**src/verilog/dac_pkg.sv**
```systemverilog
//////////////////////////////////////////////////////////////////////
// AD5601 controller types; DAC word layout follows the datasheet's
// 16-bit input shift register, data in 13:6, rsvd bits ignored
//////////////////////////////////////////////////////////////////////
package dac_pkg;

    localparam int ADDR_W = 4;
    localparam int DATA_W = 16;

    localparam logic [DATA_W-1:0] MODULE_VERSION = 16'd1;

    // one register per word offset
    typedef enum logic [ADDR_W-1:0] {
        ADDR_VERSION     = 4'd0,
        ADDR_DAC_REG     = 4'd1,
        ADDR_EN_MMI_CTRL = 4'd2
    } reg_addr_e;

    // power-down control bits PD1:PD0
    typedef enum logic [1:0] {
        MODE_NORMAL      = 2'b00,
        MODE_PD_1K       = 2'b01,
        MODE_PD_100K     = 2'b10,
        MODE_PD_TRISTATE = 2'b11
    } dac_mode_e;

    typedef struct packed {
        dac_mode_e  mode;
        logic [7:0] data;
        logic [5:0] rsvd;
    } dac_word_t;

    typedef struct packed {
        logic              wvalid;
        logic [ADDR_W-1:0] waddr;
        logic [DATA_W-1:0] wdata;
        logic              arvalid;
        logic [ADDR_W-1:0] raddr;
        logic              rready;
    } mmi_req_t;

    typedef struct packed {
        logic              wready;
        logic              arready;
        logic              rvalid;
        logic [DATA_W-1:0] rdata;
    } mmi_rsp_t;

    typedef struct packed {
        logic sclk;
        logic mosi;
        logic ssn;
    } spi_pins_t;

    typedef enum logic [1:0] {
        ST_IDLE,
        ST_RESET_LOAD,
        ST_SHIFT
    } fsm_state_e;

endpackage

```
**src/verilog/dac_regs.sv**
```systemverilog
//////////////////////////////////////////////////////////////////////
// bus writes to the DAC register only count while EN_MMI_CTRL is set;
// otherwise the stream input replaces the data field alone
//////////////////////////////////////////////////////////////////////
`timescale 1ns/1ps
`default_nettype none

module dac_regs #(
    parameter dac_pkg::dac_word_t DAC_DEFAULT = '0
) (
    input  var logic               clk,
    input  var logic               peripheral_sreset,
    input  var logic               en_mmi_ctrl,
    input  var dac_pkg::mmi_req_t  mmi_req,
    output var dac_pkg::mmi_rsp_t  mmi_rsp,
    input  var logic [7:0]         dac_data_in,
    input  var logic               dac_data_in_valid_stb,
    output var dac_pkg::dac_word_t dac_word,
    output var logic               update_req
);

    import dac_pkg::*;

    dac_word_t         dac_reg_q;
    logic              en_ctrl_q;
    logic              wready_q;
    logic              rvalid_q;
    logic [DATA_W-1:0] rdata_q;
    logic [DATA_W-1:0] rd_mux;
    logic              wr_bus;
    logic              wr_strm;
    logic              rd_acc;

    //////////////////////////////////////////////////////////////////////
    // write source selection

    assign wr_bus  = mmi_req.wvalid && wready_q && en_ctrl_q
                     && (mmi_req.waddr == ADDR_DAC_REG);
    assign wr_strm = dac_data_in_valid_stb && !en_ctrl_q;

    // pulses in the cycle the register loads
    assign update_req = wr_bus || wr_strm;
    assign dac_word   = dac_reg_q;

    // control level mirrored into register 2
    always_ff @(posedge clk) begin
        en_ctrl_q <= en_mmi_ctrl;
    end

    always_ff @(posedge clk) begin
        if (peripheral_sreset) begin
            dac_reg_q <= DAC_DEFAULT;
            wready_q  <= 1'b0;
        end else begin
            wready_q <= 1'b1;
            if (wr_bus) begin
                dac_reg_q <= dac_word_t'(mmi_req.wdata);
            end else if (wr_strm) begin
                // mode and rsvd bits stay as last written
                dac_reg_q.data <= dac_data_in;
            end
        end
    end

    //////////////////////////////////////////////////////////////////////
    // read path

    always_comb begin
        case (mmi_req.raddr)
            ADDR_VERSION:     rd_mux = MODULE_VERSION;
            ADDR_DAC_REG:     rd_mux = dac_reg_q;
            ADDR_EN_MMI_CTRL: rd_mux = {{(DATA_W-1){1'b0}}, en_ctrl_q};
            default:          rd_mux = '0;
        endcase
    end

    assign rd_acc = mmi_req.arvalid && !rvalid_q;

    always_ff @(posedge clk) begin
        if (peripheral_sreset) begin
            rvalid_q <= 1'b0;
        end else if (rd_acc) begin
            rvalid_q <= 1'b1;
        end else if (mmi_req.rready) begin
            rvalid_q <= 1'b0;
        end
    end

    always_ff @(posedge clk) begin
        if (rd_acc) begin
            rdata_q <= rd_mux;
        end
    end

    always_comb begin
        mmi_rsp.wready  = wready_q;
        mmi_rsp.arready = !rvalid_q;
        mmi_rsp.rvalid  = rvalid_q;
        mmi_rsp.rdata   = rdata_q;
    end

    // a stalled response holds until the master takes it
    a_read_hold: assert property (@(posedge clk) disable iff (peripheral_sreset)
        mmi_rsp.rvalid && !mmi_req.rready |=> mmi_rsp.rvalid && $stable(mmi_rsp.rdata));

endmodule

`default_nettype wire

```
**src/verilog/dac_update_fsm.sv**
```systemverilog
//////////////////////////////////////////////////////////////////////
// requests that land during a frame merge into one follow-up frame
//////////////////////////////////////////////////////////////////////
`timescale 1ns/1ps
`default_nettype none

module dac_update_fsm #(
    parameter bit SET_DEFAULT_ON_RESET = 1'b1
) (
    input  var logic clk,
    input  var logic peripheral_sreset,
    input  var logic update_req,
    input  var logic frame_done,
    output var logic frame_start,
    output var logic init_done,
    output var logic dac_data_in_updated_stb
);

    import dac_pkg::*;

    fsm_state_e state;
    logic       pending;

    //////////////////////////////////////////////////////////////////////
    // frame sequencing
    //
    // frame_start is raised from IDLE or RESET_LOAD and the move to
    // SHIFT happens at the end of that same cycle, so a request seen
    // while frame_start is high is already too late for this frame

    always_ff @(posedge clk) begin
        if (peripheral_sreset) begin
            // an active frame is dropped here
            state                   <= SET_DEFAULT_ON_RESET ? ST_RESET_LOAD : ST_IDLE;
            pending                 <= 1'b0;
            frame_start             <= 1'b0;
            init_done               <= 1'b0;
            dac_data_in_updated_stb <= 1'b0;
        end else begin
            frame_start             <= 1'b0;
            dac_data_in_updated_stb <= 1'b0;

            if (!SET_DEFAULT_ON_RESET || frame_done) begin
                init_done <= 1'b1;
            end

            case (state)
                ST_RESET_LOAD: begin
                    // default word goes out unconditionally
                    if (frame_start) begin
                        state   <= ST_SHIFT;
                        pending <= update_req;
                    end else begin
                        frame_start <= 1'b1;
                    end
                end

                ST_IDLE: begin
                    if (frame_start) begin
                        state   <= ST_SHIFT;
                        pending <= update_req;
                    end else if (update_req) begin
                        frame_start <= 1'b1;
                    end
                end

                ST_SHIFT: begin
                    if (frame_done) begin
                        dac_data_in_updated_stb <= 1'b1;
                        pending                 <= 1'b0;
                        state                   <= ST_IDLE;
                        // a request in this cycle is still picked up by the reload
                        if (pending || update_req) begin
                            frame_start <= 1'b1;
                        end
                    end else if (update_req) begin
                        pending <= 1'b1;
                    end
                end

                default: begin
                    state <= ST_IDLE;
                end
            endcase
        end
    end

    //////////////////////////////////////////////////////////////////////
    // checks

    // the timer and shifter would restart mid-frame otherwise
    a_no_start_in_shift: assert property (@(posedge clk) disable iff (peripheral_sreset)
        frame_start |-> state != ST_SHIFT);

endmodule

`default_nettype wire

```
**src/verilog/spi_bit_timer.sv**
```systemverilog
//////////////////////////////////////////////////////////////////////
// SCLK_DIV clocks per SCLK half period, must be at least 1
//////////////////////////////////////////////////////////////////////
`timescale 1ns/1ps
`default_nettype none

module spi_bit_timer #(
    parameter int SCLK_DIV = 2
) (
    input  var logic clk,
    input  var logic peripheral_sreset,
    input  var logic frame_start,
    output var logic sclk_rise,
    output var logic sclk_fall,
    output var logic frame_done
);

    localparam int DIV_W = (SCLK_DIV > 1) ? $clog2(SCLK_DIV) : 1;

    logic             active;
    logic [DIV_W-1:0] div_cnt;
    logic [3:0]       bit_cnt;
    // high once the fall of the current bit has gone out
    logic             phase;
    logic             tick;

    assign tick      = active && (div_cnt == DIV_W'(SCLK_DIV - 1));
    assign sclk_fall = tick && !phase;
    assign sclk_rise = tick && phase;

    always_ff @(posedge clk) begin
        if (peripheral_sreset) begin
            active     <= 1'b0;
            div_cnt    <= '0;
            bit_cnt    <= '0;
            phase      <= 1'b0;
            frame_done <= 1'b0;
        end else begin
            frame_done <= 1'b0;
            if (frame_start) begin
                active  <= 1'b1;
                div_cnt <= '0;
                bit_cnt <= '0;
                phase   <= 1'b0;
            end else if (tick) begin
                div_cnt <= '0;
                phase   <= !phase;
                if (sclk_rise) begin
                    bit_cnt <= bit_cnt + 4'd1;
                    // sixteenth rise ends the frame
                    if (bit_cnt == 4'd15) begin
                        active     <= 1'b0;
                        frame_done <= 1'b1;
                    end
                end
            end else if (active) begin
                div_cnt <= div_cnt + 1'b1;
            end
        end
    end

    a_edges_in_frame: assert property (@(posedge clk) disable iff (peripheral_sreset)
        (sclk_rise || sclk_fall) |-> active && !frame_done && !frame_start);

endmodule

`default_nettype wire

```
**src/verilog/spi_shifter.sv**
```systemverilog
//////////////////////////////////////////////////////////////////////
// SCLK idles high; MOSI moves on rises so the DAC samples on falls
//////////////////////////////////////////////////////////////////////
`timescale 1ns/1ps
`default_nettype none

module spi_shifter (
    input  var logic               clk,
    input  var logic               peripheral_sreset,
    input  var logic               frame_start,
    input  var logic               sclk_rise,
    input  var logic               sclk_fall,
    input  var logic               frame_done,
    input  var dac_pkg::dac_word_t dac_word,
    output var dac_pkg::spi_pins_t spi
);

    logic [15:0] shift_q;

    //////////////////////////////////////////////////////////////////////
    // shift register, msb first

    always_ff @(posedge clk) begin
        if (frame_start) begin
            shift_q <= dac_word;
        end else if (sclk_rise) begin
            shift_q <= {shift_q[14:0], 1'b0};
        end
    end

    //////////////////////////////////////////////////////////////////////
    // registered pins

    always_ff @(posedge clk) begin
        if (peripheral_sreset) begin
            spi.sclk <= 1'b1;
            spi.mosi <= 1'b0;
            spi.ssn  <= 1'b1;
        end else begin
            if (frame_start) begin
                // bit 15 is set up before the first fall
                spi.ssn  <= 1'b0;
                spi.mosi <= dac_word[15];
            end else if (frame_done) begin
                spi.ssn  <= 1'b1;
                spi.mosi <= 1'b0;
            end

            if (sclk_fall) begin
                spi.sclk <= 1'b0;
            end else if (sclk_rise) begin
                spi.sclk <= 1'b1;
                spi.mosi <= shift_q[14];
            end
        end
    end

    // the reset itself may force sclk back high with ssn released
    a_sclk_in_frame: assert property (@(posedge clk) disable iff (peripheral_sreset)
        $changed(spi.sclk) |-> !spi.ssn || $past(peripheral_sreset));

endmodule

`default_nettype wire

```
**src/verilog/dac_ad5601_top.sv**
```systemverilog
//////////////////////////////////////////////////////////////////////
// single reset domain; SPI pins are driven directly, no MISO
//////////////////////////////////////////////////////////////////////
`timescale 1ns/1ps
`default_nettype none

module dac_ad5601_top #(
    parameter bit                 SET_DEFAULT_ON_RESET = 1'b1,
    parameter dac_pkg::dac_word_t DAC_DEFAULT          = '{dac_pkg::MODE_NORMAL, 8'h80, 6'h00},
    parameter int                 SCLK_DIV             = 2
) (
    input  var logic               clk,
    input  var logic               peripheral_sreset,
    input  var dac_pkg::mmi_req_t  mmi_req,
    output var dac_pkg::mmi_rsp_t  mmi_rsp,
    input  var logic [7:0]         dac_data_in,
    input  var logic               dac_data_in_valid_stb,
    output var logic               dac_data_in_updated_stb,
    input  var logic               en_mmi_ctrl,
    output var dac_pkg::spi_pins_t spi,
    output var logic               init_done
);

    import dac_pkg::*;

    dac_word_t dac_word;
    logic      update_req;
    logic      frame_start;
    logic      frame_done;
    logic      sclk_rise;
    logic      sclk_fall;

    dac_regs #(
        .DAC_DEFAULT (DAC_DEFAULT)
    ) i_dac_regs (
        .clk                   (clk),
        .peripheral_sreset     (peripheral_sreset),
        .en_mmi_ctrl           (en_mmi_ctrl),
        .mmi_req               (mmi_req),
        .mmi_rsp               (mmi_rsp),
        .dac_data_in           (dac_data_in),
        .dac_data_in_valid_stb (dac_data_in_valid_stb),
        .dac_word              (dac_word),
        .update_req            (update_req)
    );

    dac_update_fsm #(
        .SET_DEFAULT_ON_RESET (SET_DEFAULT_ON_RESET)
    ) i_dac_update_fsm (
        .clk                     (clk),
        .peripheral_sreset       (peripheral_sreset),
        .update_req              (update_req),
        .frame_done              (frame_done),
        .frame_start             (frame_start),
        .init_done               (init_done),
        .dac_data_in_updated_stb (dac_data_in_updated_stb)
    );

    spi_bit_timer #(
        .SCLK_DIV (SCLK_DIV)
    ) i_spi_bit_timer (
        .clk               (clk),
        .peripheral_sreset (peripheral_sreset),
        .frame_start       (frame_start),
        .sclk_rise         (sclk_rise),
        .sclk_fall         (sclk_fall),
        .frame_done        (frame_done)
    );

    spi_shifter i_spi_shifter (
        .clk               (clk),
        .peripheral_sreset (peripheral_sreset),
        .frame_start       (frame_start),
        .sclk_rise         (sclk_rise),
        .sclk_fall         (sclk_fall),
        .frame_done        (frame_done),
        .dac_word          (dac_word),
        .spi               (spi)
    );

endmodule

`default_nettype wire

```
**config.mk**
```make
export PLATFORM = sky130hd
export DESIGN_NAME = dac_ad5601_top
export DESIGN_NICKNAME = d
export VERILOG_FILES = /design/src/verilog/dac_pkg.sv /design/src/verilog/dac_regs.sv /design/src/verilog/dac_update_fsm.sv /design/src/verilog/spi_bit_timer.sv /design/src/verilog/spi_shifter.sv /design/src/verilog/dac_ad5601_top.sv
export SDC_FILE = /design/constraint.sdc
export NUM_CORES = 1
export LEC_CHECK = 0
export ABC_AREA = 1
export BUFFER_PORTS_ARGS = -buffer_cell sky130_fd_sc_hd__buf_2
export CAP_MARGIN = 20
export CORE_MARGIN = 1.5
export CORE_UTILIZATION = 55
export CTS_CLUSTER_DIAMETER = 200
export DETAILED_ROUTE_END_ITERATION = 16
export PLACE_DENSITY = 0.91
export SLEW_MARGIN = 20
export SYNTH_ARGS = -nofsm -noshare
export SYNTH_HDL_FRONTEND = slang
export SYNTH_SLANG_ARGS = --single-unit
```
**constraint.sdc**
```tcl
create_clock -name clk -period 2.1 [get_ports clk]
set_input_delay 0 -clock clk [delete_from_list [all_inputs] [get_ports clk]]
set_output_delay 0 -clock clk [all_outputs]
set_load 0.01 [all_outputs]
```
==> summary by stage <==
Run status
The flow ran to the end, and the final reports show no timing, DRC or antenna violations.

Clock tree
The TritonCTS clock tree is built. The maximum level of the CTS H-tree is 3. The clock buffer count from CTS is 9.

For this design, the sink count on the clock tree is 67. The buffer type at the clock tree root is clkbuf_8. The later pin in the worst-skew pair is clocked with a latency of 340 ps. The count of instances resized after the clock tree is built is 0. The buffer levels on the longest clock path is 2. Post-CTS timing repair inserted 0 buffers for setup.

The clock-pin slew reported for the worst setup and hold paths after clock tree synthesis is 70 ps.

Timing
The share of the cycle needed by the critical path after routing is 0.934. The final critical delay including setup and external delays is 1960 ps. Setup repair after global routing left no endpoint under its margin. The relative max-transition margin is 0.511. Timing would allow up to 510 MHz.

The number of hold violations in the final report was 0. The number of pins with negative max-slew slack in the final report is 0. The final worst setup slack is 138 ps. Between clock sinks in the finished design, the worst skew comes to 9.82 ps. At the pin with the least slew margin, the transition time is 732 ps. The final setup TNS is 0 ps. The total of endpoints with negative setup slack in the final report is 0.

Routing
The count of antenna-violating nets left after detailed routing is 0. The detailed router finished its first iteration with 323 violations. The per-cell routed wire length is 16.0 µm. The sum of routed wire length over all layers is 6.89 mm. After detailed routing, the number of remaining DRC violations is 0.

The detailed-router iteration count before antenna repair is 6. Using the TritonRoute via totals, the vias-per-cell ratio works out to 5.57. The vias after detailed routing is 2,407.

Final layout
The repair_antennas step left the layout with diodes totalling 0. The share of cells above drive strength 1 is 0.233. The layout net count is 414. The area added between synthesis and finish is 27.6%.

Logic synthesis
The mean cell area of the mapped netlist is 9.40 µm². The combined area of all synthesized cells is 2660 µm². The cell type contributing the most total cell area after synthesis is edfxtp_1. In this run, synthesis produced a sequential element count of 67. The main combinational cell family by area after synthesis is simple AND/OR/NAND/NOR gates.

The compound-cell area share of the yosys netlist was 0.112. Yosys printed 0 warnings. In the synthesized netlist, the cells that appear most often are nand2_1 (49), inv_1 (39), dfxtp_1 (36), edfxtp_1 (31), nor2_1 (30). When the netlist entered floorplanning its net count stood at 323.

The cell count after synthesis came out at 283. Of the synthesized area, sequential elements account for 0.621. Of the total synthesized cell area, the portion taken by XOR and XNOR cells is 0. In the post-synthesis netlist, the biggest area contributors are edfxtp_1 (35%), dfxtp_1 (27%), nand2_1 (6.9%), inv_1 (5.5%), o21ai_0 (4.9%). Of the total synthesized cell area, the portion taken by AND, OR, NAND and NOR gates is 0.179. Synthesis instantiated 22 different standard cells from the library. In the synthesized netlist the dominant register cell turns out to be dfxtp_1.

The area fraction of the dominant cell type after synthesis is 0.350. The most frequent cell after synthesis is nand2_1. The post-synthesis mux area share is 0. The post-synthesis async set-or-reset flop share is 0.

Yosys mapped a number of flops with a built-in enable equal to 31. Of the total synthesized cell area, the portion taken by full adders, half adders and majority gates is 0.00470.

Worst setup path
Data arrives at the worst endpoint at 2180 ps. The critical path is of the flip-flop to flip-flop type. The critical-path maximum fanout is 27. STA classifies the critical path endpoint as a flip-flop.

The worst register-to-register path ends at i_dac_regs.dac_word[10]. The number of cells on the worst reg-to-reg path is 6. In this run the register-to-register setup slack is 140 ps. The startpoint identified for the worst register-to-register timing path is i_dac_regs.en_ctrl_q.

The critical path launch point type is a flip-flop. STA puts the critical path data required time at 2320 ps.

GRT
For this run the aggregate overflow at the end of global routing stands at 0. In the global route stage, overall resource usage came out at 0.273. The initial antenna violation count is 0. Entering global routing, the biggest net connects 32 pins. The first global-routing pass estimated 10.6 mm of wire. The number of global-route vias before repair is 2,330.

Worst hold path
In this run the most critical hold path is launched from peripheral_sreset. The worst hold path terminates at i_dac_update_fsm.init_done. The worst hold path was traced through 2 stages. The worst hold path class is input pin to flip-flop.

Power and ir drop
The power density normalized to cell area is 799 nW/µm². Across the VDD grid, the largest voltage drop is 0.000447 V. In this run the static leakage power is 1.44 nW.

Floorplan
The I/O pin total is 63. The die width is 72.6 µm. After floorplanning, the core was sized to cover 4690 µm². The initialized floorplan defines 25 standard-cell rows. In this run the vertical extent of the chip is 72.6 µm. The overall die area is 5260 µm². For this configuration, the core starts out at a cell density of 0.567.

Flow run
The tool flagged a number of max-cap violations equal to 0.

Placement
The total of buffers placed on input and output ports is 62. Detailed placement ended at an HPWL of 3.86 mm. The worst slack after detailed placement is 708 ps.

The global placer's final weighted congestion is 0.837.
[routing by layer]
layer | wire length, µm | share of wire | global-route usage | up-vias
li1 | - | - | - | 1111
met1 | 2610 | 0.38 | 0.311 | 1113
met2 | 3470 | 0.50 | 0.446 | 141
met3 | 470 | 0.068 | 0.0542 | 42
met4 | 345 | 0.050 | 0.218 | 0
met5 | 0 | 0 | 0 | -
[power breakdown]
part	internal [W]	switching [W]
Sequential	0.00147	0.0000373
Combinational	0.000132	0.000197
Clock	0.000412	0.000464
Total	0.00201	0.000698
[critical path: stages, from the launching register on]
cell           delay [ps]
dfxtp_1               350
nand2_1                60
nor2_1                130
nand2_2               350
nand3_1               240
a31oi_1               120
dlygate4sd3_1         590
[layout by cell type (no fill, tap or decap), types with 9 or more instances in the layout]
cell type / netlist / final
inv_1: 39 / 39
o21ai_0: 26 / 26
edfxtp_1: 31 / 31
a21oi_1: 15 / 15
buf_2: 4 / 62
dfxtp_1: 36 / 36
nor2_1: 30 / 30
nand3_1: 21 / 21
clkbuf_8: 0 / 9
dlygate4sd3_1: 0 / 26
nand2_1: 49 / 49
[cells by family after synthesis]
| kind of cell | after synthesis |
|---|---|
| fa+ha+maj | 1 |
| simple gates | 111 |
| flops | 67 |
| buf+inv | 50 |
| compound gates | 54 |
[flip-flops by register name, indices dropped and copies added, names as in the netlist]
register	count
i_dac_regs.rdata_q	16
i_dac_update_fsm.init_done	1
i_spi_bit_timer.phase	1
i_dac_regs.dac_word	16
i_spi_shifter.spi	3
i_spi_bit_timer.frame_done	1
i_dac_update_fsm.frame_start	1
i_dac_regs.wready_q	1
i_dac_update_fsm.pending	1
i_dac_update_fsm.state	2
i_dac_regs.en_ctrl_q	1
i_spi_bit_timer.active	1
i_dac_update_fsm.dac_data_in_updated_stb	1
i_dac_regs.rvalid_q	1
i_spi_shifter.shift_q	15
i_spi_bit_timer.bit_cnt	4
i_spi_bit_timer.div_cnt	1
[per-stage QoR]
stage | instance area [µm²] | hold slack [ps] | power [W] | std cells | util
4_1_cts | 3400 | 30.2 | 0.00269 | 432 | 0.724
3_5_place_dp | 2990 | 104 | 0.00181 | 391 | 0.636
3_3_place_gp | 2990 | 107 | 0.00179 | 391 | 0.636
6_report | 3400 | 51.9 | 0.00271 | 432 | 0.724
2_1_floorplan | 2660 | 27.7 | 0.00170 | 283 | -
5_1_grt | 3400 | 58.5 | 0.00279 | 432 | 0.724
[worst max path at each step]
stage,from,endpoint,slack [ps],cells after the start
floorplan,i_spi_bit_timer.active,i_spi_shifter.shift_q[0],750,4
global placement,i_spi_bit_timer.active,i_spi_shifter.shift_q[9],760,5
detailed placement,i_spi_bit_timer.active,i_spi_shifter.shift_q[14],710,5
CTS,i_dac_regs.en_ctrl_q,i_dac_regs.dac_word[7],290,6
global route,i_dac_regs.en_ctrl_q,i_dac_regs.dac_word[10],10,6
finish,i_dac_regs.en_ctrl_q,i_dac_regs.dac_word[10],140,6
[final cells by class]
type	instances	area (µm²)
flip-flops and latches	67	1650
fillers	317	1300
multi-input cells	166	787
repair buffers	91	593
inverters	39	146
clock buffers	11	131
well taps	54	67.6
clock inverters	4	18.8
[what timing repair did]
action                                  in CTS  in global routing
hold endpoints to repair                    18                  0
endpoints found under the setup margin       0                  0
hold buffers                                26                  0
(Power assumes the default switching activity.)
